--- config.mk ---
export PLATFORM = sky130hd
export DESIGN_NAME = quantized_divider_top
export DESIGN_NICKNAME = d
export VERILOG_FILES = /design/src/source/fixed_point_pkg.sv /design/src/source/wishbone_pkg.sv /design/src/source/divide.sv /design/src/source/signed_quantized_divider.sv /design/src/source/job_queue.sv /design/src/source/divider_wb_slave.sv /design/src/source/quantized_divider_top.sv
export SDC_FILE = /design/constraint.sdc
export NUM_CORES = 1
export LEC_CHECK = 0
export BUFFER_PORTS_ARGS = -buffer_cell sky130_fd_sc_hd__buf_2
export CORE_MARGIN = 1.5
export CORE_UTILIZATION = 40
export CTS_BUF_LIST = sky130_fd_sc_hd__clkbuf_8
export CTS_CLUSTER_SIZE = 8
export DETAILED_ROUTE_END_ITERATION = 6
export PLACE_DENSITY = 0.66
export SLEW_MARGIN = 40
export SYNTH_ARGS = -nofsm -noshare
export SYNTH_HDL_FRONTEND = slang
export SYNTH_SLANG_ARGS = --single-unit
--- constraint.sdc ---
create_clock -name clock -period 5.4 [get_ports clock]
set_input_delay 0 -clock clock [delete_from_list [all_inputs] [get_ports clock]]
set_output_delay 0 -clock clock [all_outputs]
set_load 0.005 [all_outputs]
--- src/source/fixed_point_pkg.sv ---
package fixed_point_pkg;

    // operand width shared by the bus registers, the queues and the divider
    localparam int data_width = 32;

    typedef logic signed [data_width-1:0] operand_t;

    // saturation limits of a signed operand
    localparam operand_t operand_max = {1'b0, {(data_width-1){1'b1}}};
    localparam operand_t operand_min = {1'b1, {(data_width-1){1'b0}}};

    // one division request as written by the bus master
    typedef struct packed {
        operand_t dividend;
        operand_t divisor;
    } div_job_t;

    // quotient carries the fractional bits in its low part
    typedef struct packed {
        operand_t quotient;
        operand_t remainder;
        logic     divide_by_zero;
        logic     overflow;
    } div_result_t;

endpackage

--- src/source/wishbone_pkg.sv ---
package wishbone_pkg;

    localparam int wb_address_width = 5;
    localparam int wb_data_width = 32;

    // signals driven by the bus master with adr holding a word address
    typedef struct packed {
        logic                        cyc;
        logic                        stb;
        logic                        we;
        logic [wb_address_width-1:0] adr;
        logic [wb_data_width-1:0]    dat;
    } wb_request_t;

    typedef struct packed {
        logic                     ack;
        logic                     err;
        logic [wb_data_width-1:0] dat;
    } wb_response_t;

    typedef enum logic [wb_address_width-1:0] {
        reg_dividend  = 5'd0,
        reg_divisor   = 5'd1,
        reg_status    = 5'd2,
        reg_quotient  = 5'd3,
        reg_remainder = 5'd4,
        reg_pop       = 5'd5
    } reg_address_t;

    // bit positions inside the status register
    localparam int status_command_full = 0;
    localparam int status_result_ready = 1;
    localparam int status_busy = 2;
    localparam int status_divide_by_zero = 3;
    localparam int status_overflow = 4;

endpackage

--- src/source/divide.sv ---
`timescale 1ns/1ns

module divide #(
    parameter int core_width = 42
) (
    input  logic                  clock,
    input  logic                  reset,
    input  logic                  start,
    input  logic [core_width-1:0] dividend,
    input  logic [core_width-1:0] divisor,
    output logic                  done,
    output logic [core_width-1:0] quotient,
    output logic [core_width-1:0] remainder
);

    localparam int count_width = (core_width > 1) ? $clog2(core_width) : 1;

    typedef enum logic [1:0] {
        state_idle,
        state_run,
        state_done
    } state_t;

    state_t                 state;
    state_t                 state_next;
    logic [count_width-1:0] count;
    logic [count_width-1:0] count_next;

    // two guard bits keep 2*A plus or minus B from wrapping for any divisor
    logic [core_width+1:0] accumulator;
    logic [core_width+1:0] accumulator_next;
    logic [core_width+1:0] shifted;
    logic [core_width+1:0] divisor_extended;
    logic [core_width-1:0] quotient_register;
    logic [core_width-1:0] quotient_next;
    logic [core_width-1:0] divisor_register;
    logic                  last_step;

    assign divisor_extended = {2'b00, divisor_register};
    assign last_step = (count == count_width'(core_width - 1));

    always_comb begin
        state_next = state;
        count_next = count;
        accumulator_next = accumulator;
        quotient_next = quotient_register;
        shifted = {accumulator[core_width:0], quotient_register[core_width-1]};
        case (state)
            state_idle: begin
                if (start) begin
                    accumulator_next = '0;
                    quotient_next = dividend;
                    count_next = '0;
                    state_next = state_run;
                end
            end
            state_run: begin
                // the sign of the partial remainder picks add or subtract
                if (accumulator[core_width+1])
                    accumulator_next = shifted + divisor_extended;
                else
                    accumulator_next = shifted - divisor_extended;
                quotient_next = {quotient_register[core_width-2:0],
                                 ~accumulator_next[core_width+1]};
                count_next = count + 1'b1;
                if (last_step) begin
                    // single correction of a negative final remainder
                    if (accumulator_next[core_width+1])
                        accumulator_next = accumulator_next + divisor_extended;
                    state_next = state_done;
                end
            end
            state_done: begin
                state_next = state_idle;
            end
            default: begin
                state_next = state_idle;
            end
        endcase
    end

    always_ff @(posedge clock or posedge reset) begin
        if (reset) begin
            state <= state_idle;
            count <= '0;
        end else begin
            state <= state_next;
            count <= count_next;
        end
    end

    always_ff @(posedge clock) begin
        accumulator <= accumulator_next;
        quotient_register <= quotient_next;
        if (state == state_idle && start)
            divisor_register <= divisor;
    end

    assign done = (state == state_done);
    assign quotient = quotient_register;
    assign remainder = accumulator[core_width-1:0];

endmodule

--- src/source/signed_quantized_divider.sv ---
`timescale 1ns/1ns

module signed_quantized_divider
    import fixed_point_pkg::*;
#(
    parameter int quantized_bits = 10
) (
    input  logic        clock,
    input  logic        reset,
    input  div_job_t    job,
    input  logic        job_available,
    input  logic        result_room,
    output logic        job_take,
    output div_result_t result,
    output logic        result_valid,
    output logic        busy
);

    localparam int core_width = data_width + quantized_bits;

    typedef enum logic [1:0] {
        state_idle,
        state_start,
        state_wait,
        state_output
    } state_t;

    state_t                state;
    logic [data_width-1:0] dividend_magnitude;
    logic [data_width-1:0] divisor_magnitude;
    logic [data_width-1:0] remainder_magnitude;
    logic                  dividend_negative;
    logic                  quotient_negative;
    logic                  divisor_zero;
    logic                  core_done;
    logic [core_width-1:0] core_dividend;
    logic [core_width-1:0] core_divisor;
    logic [core_width-1:0] core_quotient;
    logic [core_width-1:0] core_remainder;
    logic [core_width-1:0] quotient_limit;
    logic                  quotient_overflow;
    operand_t              quotient_signed;
    operand_t              remainder_signed;

    assign job_take = (state == state_idle) && job_available && result_room;
    assign result_valid = (state == state_output);
    assign busy = (state != state_idle);

    always_ff @(posedge clock or posedge reset) begin
        if (reset) begin
            state <= state_idle;
        end else begin
            case (state)
                state_idle:   if (job_take) state <= state_start;
                state_start:  state <= state_wait;
                state_wait:   if (core_done) state <= state_output;
                default:      state <= state_idle;
            endcase
        end
    end

    // input stage works on magnitudes and remembers the signs
    always_ff @(posedge clock) begin
        if (job_take) begin
            dividend_magnitude <= job.dividend[data_width-1] ? unsigned'(-job.dividend)
                                                              : unsigned'(job.dividend);
            divisor_magnitude <= job.divisor[data_width-1] ? unsigned'(-job.divisor)
                                                            : unsigned'(job.divisor);
            dividend_negative <= job.dividend[data_width-1];
            quotient_negative <= job.dividend[data_width-1] ^ job.divisor[data_width-1];
            divisor_zero <= (job.divisor == '0);
        end
    end

    assign core_dividend = core_width'(dividend_magnitude) << quantized_bits;
    assign core_divisor = core_width'(divisor_magnitude);

    divide #(
        .core_width(core_width)
    ) core (
        .clock(clock),
        .reset(reset),
        .start(state == state_start),
        .dividend(core_dividend),
        .divisor(core_divisor),
        .done(core_done),
        .quotient(core_quotient),
        .remainder(core_remainder)
    );

    // a negative quotient may reach one unit further than a positive one
    assign quotient_limit = core_width'(unsigned'(quotient_negative ? operand_min : operand_max));
    assign quotient_overflow = (core_quotient > quotient_limit);

    assign remainder_magnitude = core_remainder[data_width-1:0];
    assign quotient_signed = quotient_negative ? -operand_t'(core_quotient[data_width-1:0])
                                               : operand_t'(core_quotient[data_width-1:0]);
    assign remainder_signed = dividend_negative ? -operand_t'(remainder_magnitude)
                                                : operand_t'(remainder_magnitude);

    always_ff @(posedge clock) begin
        if (state == state_wait && core_done) begin
            result.divide_by_zero <= divisor_zero;
            result.overflow <= !divisor_zero && quotient_overflow;
            if (divisor_zero) begin
                result.quotient <= dividend_negative ? operand_min : operand_max;
                result.remainder <= '0;
            end else if (quotient_overflow) begin
                result.quotient <= quotient_negative ? operand_min : operand_max;
                result.remainder <= remainder_signed;
            end else begin
                result.quotient <= quotient_signed;
                result.remainder <= remainder_signed;
            end
        end
    end

endmodule

--- src/source/job_queue.sv ---
`timescale 1ns/1ns

module job_queue #(
    parameter int depth = 4,
    parameter type payload_t = logic
) (
    input  logic     clock,
    input  logic     reset,
    input  logic     push,
    input  logic     pop,
    input  payload_t push_data,
    output payload_t head,
    output logic     full,
    output logic     empty
);

    localparam int pointer_width = (depth > 1) ? $clog2(depth) : 1;
    localparam int count_width = $clog2(depth + 1);

    payload_t                 storage [depth];
    logic [pointer_width-1:0] write_pointer;
    logic [pointer_width-1:0] read_pointer;
    logic [count_width-1:0]   count;
    logic                     write_enable;
    logic                     read_enable;

    assign full = (count == count_width'(depth));
    assign empty = (count == '0);
    assign write_enable = push && !full;
    assign read_enable = pop && !empty;
    assign head = storage[read_pointer];

    always_ff @(posedge clock or posedge reset) begin
        if (reset) begin
            write_pointer <= '0;
            read_pointer <= '0;
            count <= '0;
        end else begin
            if (write_enable)
                write_pointer <= (write_pointer == pointer_width'(depth - 1)) ? '0
                                                                               : write_pointer + 1'b1;
            if (read_enable)
                read_pointer <= (read_pointer == pointer_width'(depth - 1)) ? '0
                                                                             : read_pointer + 1'b1;
            // simultaneous push and pop leaves the count unchanged
            if (write_enable && !read_enable)
                count <= count + 1'b1;
            else if (read_enable && !write_enable)
                count <= count - 1'b1;
        end
    end

    always_ff @(posedge clock) begin
        if (write_enable)
            storage[write_pointer] <= push_data;
    end

endmodule

--- src/source/divider_wb_slave.sv ---
`timescale 1ns/1ns

module divider_wb_slave
    import fixed_point_pkg::*;
    import wishbone_pkg::*;
(
    input  logic         clock,
    input  logic         reset,
    input  wb_request_t  bus_request,
    output wb_response_t bus_response,
    output logic         job_push,
    output div_job_t     job,
    input  logic         command_full,
    input  logic         result_empty,
    input  logic         busy,
    input  div_result_t  result_head,
    output logic         result_pop
);

    reg_address_t             address;
    logic                     request_new;
    logic                     access_ok;
    logic                     write_dividend;
    logic                     write_divisor;
    logic                     write_pop;
    logic [wb_data_width-1:0] read_word;
    logic [wb_data_width-1:0] status_word;
    logic                     ack_q;
    logic                     err_q;
    logic [wb_data_width-1:0] read_data_q;
    operand_t                 dividend_q;
    operand_t                 divisor_q;

    assign address = reg_address_t'(bus_request.adr);

    // a cycle still held by the master during its response is not a new request
    assign request_new = bus_request.cyc && bus_request.stb && !ack_q && !err_q;

    always_comb begin
        status_word = '0;
        status_word[status_command_full] = command_full;
        status_word[status_result_ready] = !result_empty;
        status_word[status_busy] = busy;
        status_word[status_divide_by_zero] = !result_empty && result_head.divide_by_zero;
        status_word[status_overflow] = !result_empty && result_head.overflow;
    end

    always_comb begin
        access_ok = 1'b0;
        write_dividend = 1'b0;
        write_divisor = 1'b0;
        write_pop = 1'b0;
        read_word = '0;
        case (address)
            reg_dividend: begin
                access_ok = bus_request.we;
                write_dividend = bus_request.we;
            end
            reg_divisor: begin
                access_ok = bus_request.we && !command_full;
                write_divisor = access_ok;
            end
            reg_status: begin
                access_ok = !bus_request.we;
                read_word = status_word;
            end
            reg_quotient: begin
                access_ok = !bus_request.we && !result_empty;
                read_word = result_head.quotient;
            end
            reg_remainder: begin
                access_ok = !bus_request.we && !result_empty;
                read_word = result_head.remainder;
            end
            reg_pop: begin
                access_ok = bus_request.we;
                write_pop = bus_request.we;
            end
            default: begin
                access_ok = 1'b0;
            end
        endcase
    end

    // queue side effects are registered so they coincide with the ack cycle
    always_ff @(posedge clock or posedge reset) begin
        if (reset) begin
            ack_q <= 1'b0;
            err_q <= 1'b0;
            job_push <= 1'b0;
            result_pop <= 1'b0;
        end else begin
            ack_q <= request_new && access_ok;
            err_q <= request_new && !access_ok;
            job_push <= request_new && write_divisor;
            result_pop <= request_new && write_pop;
        end
    end

    always_ff @(posedge clock) begin
        if (request_new)
            read_data_q <= read_word;
        if (request_new && write_dividend)
            dividend_q <= operand_t'(bus_request.dat);
        if (request_new && write_divisor)
            divisor_q <= operand_t'(bus_request.dat);
    end

    assign bus_response = '{ack: ack_q, err: err_q, dat: read_data_q};
    assign job = '{dividend: dividend_q, divisor: divisor_q};

endmodule

--- src/source/quantized_divider_top.sv ---
`timescale 1ns/1ns

module quantized_divider_top
    import fixed_point_pkg::*;
    import wishbone_pkg::*;
#(
    parameter int quantized_bits = 10,
    parameter int queue_depth = 4
) (
    input  logic         clock,
    input  logic         reset,
    input  wb_request_t  bus_request,
    output wb_response_t bus_response
);

    logic        command_push;
    logic        command_pop;
    logic        command_full;
    logic        command_empty;
    div_job_t    new_job;
    div_job_t    command_head;
    logic        result_push;
    logic        result_pop;
    logic        result_full;
    logic        result_empty;
    div_result_t divider_result;
    div_result_t result_head;
    logic        divider_busy;

    divider_wb_slave slave (
        .clock(clock),
        .reset(reset),
        .bus_request(bus_request),
        .bus_response(bus_response),
        .job_push(command_push),
        .job(new_job),
        .command_full(command_full),
        .result_empty(result_empty),
        .busy(divider_busy),
        .result_head(result_head),
        .result_pop(result_pop)
    );

    job_queue #(
        .depth(queue_depth),
        .payload_t(div_job_t)
    ) command_queue (
        .clock(clock),
        .reset(reset),
        .push(command_push),
        .pop(command_pop),
        .push_data(new_job),
        .head(command_head),
        .full(command_full),
        .empty(command_empty)
    );

    // only one job is in flight, so free space now means space at completion
    signed_quantized_divider #(
        .quantized_bits(quantized_bits)
    ) divider (
        .clock(clock),
        .reset(reset),
        .job(command_head),
        .job_available(!command_empty),
        .result_room(!result_full),
        .job_take(command_pop),
        .result(divider_result),
        .result_valid(result_push),
        .busy(divider_busy)
    );

    job_queue #(
        .depth(queue_depth),
        .payload_t(div_result_t)
    ) result_queue (
        .clock(clock),
        .reset(reset),
        .push(result_push),
        .pop(result_pop),
        .push_data(divider_result),
        .head(result_head),
        .full(result_full),
        .empty(result_empty)
    );

endmodule

==> impl_metrics.tcl <==
set metrics [dict create \
    place.gp.congestion 0.8806 \
    num_rows 117 \
    crit_slowest_cell "or4_4" \
    power.leakage_nw 17.66 \
    power_density_nw_per_um2 698.3 \
    rsz0062_at_grt "true" \
    synth_area_leader_cell "edfxtp_1" \
    startpoint "divider.core.divisor_register[3]" \
    cts.sinks 895 \
    final_cell_mix "edfxtp_1 (867), buf_4 (286), nand2_1 (234), nor2_1 (187), clkbuf_8 (152)" \
    via_per_inst 5.269 \
    numPlacedInstances 4476 \
    ys_ff_latch 895 \
    rr_startpoint "divider.core.divisor_register[3]" \
    max_freq_mhz 185.6 \
    crit_required_ns 6.06 \
    async_reset_ff_frac 0.03128 \
    cts.htree.levels 4 \
    overflow 0 \
    syn_area_per_cell_um2 14.37 \
    syn_area_um2 41350 \
    outcome "complete, no violations" \
    slowest_delay_ns 0.57 \
    finalSetupTns_ns 0 \
    drtIter0Drc 2249 \
    start_util 0.4047 \
    clk_latency_ns 0.80 \
    post_dp_cell_area_um2 45150 \
    routed_wl_mm 93.22 \
    critPathKind "register to register" \
    cts_buffers 149 \
    num_antenna_cells 0 \
    dpl.hpwl_mm 63.59 \
    dieArea_um2 105300 \
    power.total_mw 34.76 \
    synth_cell_types 75 \
    design_area_um2 49780 \
    finalSetupViolations 0 \
    hold_path_class "register to register" \
    min_from "divider.divisor_magnitude[21]" \
    wl_per_cell_um 19.27 \
    path_buf_inv 6 \
    cp-end-kind "register" \
    cts-root-buf "clkbuf_8" \
    route.detailed.drc 0 \
    hold_viol_final 0 \
    ir_drop_v 0.0004831 \
    first_pass_iters 5 \
    io_pins 76 \
    final_util 0.4872 \
    fin_crit_sh 0.9977 \
    nets 3555 \
    postLayoutSetupSlackWorst_ns 0.01235 \
    place_ws_ns -0.3499 \
    die_h_um 324.5 \
    grt_pass1_wl_mm 141.6 \
    ys.flop_type "edfxtp_1" \
    grt_usage 0.1716 \
    yosys-top-cells-area "edfxtp_1 (63%), mux4_2 (7.0%), ha_1 (4.0%)" \
    drive_gt1_frac 0.2579 \
    post-synth-top-area-fraction 0.6296 \
    slew_headroom 0.4661 \
    path_delay_family "simple AND/OR/NAND/NOR gates" \
    grt_pass1_vias 25010 \
    area_growth_pct 20.38 \
    port_buffers 75 \
    clock_path_buffers 3 \
    crit_path_start_kind "register" \
    num-fill-cells 8805 \
    worstMarginPinSlew_ns 0.8009 \
    cts_tree "built" \
    core_area_um2 102200 \
    final_common_cell "edfxtp_1" \
    syn_inst 2877 \
    path_clk_slew_ns 0.06 \
    grt_antenna_before_repair 1 \
    period_minus_slack_ns 5.388 \
    maxCapViolCount 0 \
    synth-edff-count 867 \
    clock_skew_ns 0.04910 \
    final_antenna_net_count 0 \
    grt_max_degree 67 \
    syn_nets 3056 \
    stdcell_count 4838 \
    cp.arrival_ns 6.04 \
    drv_slew 0 \
    die_w_um 324.5 \
    yosysSeqAreaShare 0.6466 \
    yosysWarningCount 0 \
    cp_max_fo 5 \
    worst_hold_slack_ns 0.3772 \
    num_vias 25490 \
]
==> worst register-to-register path, cell delays in order (launching register included) <==
cell	delay, ns
edfxtp_1	0.39
or4_4	0.57
nor4_4	0.14
buf_4	0.17
a21oi_2	0.06
xor2_1	0.20
ha_2	0.36
buf_6	0.14
nor2b_4	0.11
a211o_1	0.32
buf_6	0.14
o211ai_1	0.25
o21ba_2	0.24
o221ai_2	0.12
xor2_2	0.20
ha_4	0.32
and3_4	0.21
buf_6	0.10
buf_4	0.10
nand3_2	0.07
o21ai_2	0.07
nor2_2	0.07
o211ai_1	0.19
buf_4	0.17
nand2_4	0.09
or3_1	0.35
a21oi_2	0.14
==> flip-flops by register name, summed over array words and instances (netlist names), 42 cells and up <==
signal	cells
divider.result	66
result_queue.storage	264
divider.core.accumulator	44
divider.core.quotient	42
command_queue.storage	256
==> worst paths after layout <==
kind,to,slack (ns),cells past startpoint
max in group asynchronous,result_queue.read_pointer[0],4.68,5
min,divider.core.divisor_register[21],0.38,0
min in group asynchronous,command_queue.write_pointer[1],0.40,5
min reg2reg,divider.core.divisor_register[21],0.38,0
max reg2reg,divider.core.accumulator[33],0.01,26
max,divider.core.accumulator[33],0.01,26
==> cell type report <==
cell class	instances	area [um^2]	area share
Multi-Input combinational cell	1807	14790	0.2972
Sequential cell	895	26750	0.5373
Clock inverter	93	589.3	0.01184
Timing Repair Buffer	462	3613	0.07259
Tap cell	1368	1712	0.03439
Inverter	61	234.0	0.004700
Clock buffer	152	2092	0.04203
==> report_power, final <==
group	switching (mW)	internal (mW)	leakage, nW
Sequential	0.884	9.29	8.35
Combinational	10.2	8.96	7.78
Clock	2.60	2.85	1.52
==> metal layers <==
metal	up-vias	part of all wire	GRT usage
li1	12130	-	-
met4	0	0.027	0.05953
met2	645	0.47	0.2684
met5	-	0	0
met3	144	0.048	0.02980
met1	12570	0.46	0.2419
==> logic make-up after synthesis <==
kind of cell | synth area share
XOR/XNOR | 0.03940
multiplexers | 0.07625
flip-flops | 0.6466
AND/OR/NAND/NOR | 0.09005
AO/OA/AOI/OAI | 0.08887
adder cells (fa/ha/maj) | 0.04218
buffers and inverters | 0.01670
==> cell usage after synthesis, drive strengths merged, types with 21 or more instances <==
master    n
a211o    26
a21o     40
a21oi   141
a22o     27
a31o     25
and2     44
and3     23
buf      28
clkbuf   86
dfrtp    28
edfxtp  867
ha      133
inv      61
mux4    128
nand2   237
nand3    39
nand4    21
nor2    195
nor3     51
nor4     25
o21a     27
o21ai   140
o31ai    25
or3      40
xnor2    81
xor2    105
==> timing repair <==
action / CTS / global route
setup endpoints to repair: 19 / 42
cloned: 0 / 1
hold buffers: 82 / 0
buffers inserted: 7 / 28
pin swaps: 17 / 68
hold endpoints to repair: 169 / 0
gates resized for setup: 32 / 139
No activity file was read; power rests on OpenSTA's default activity.
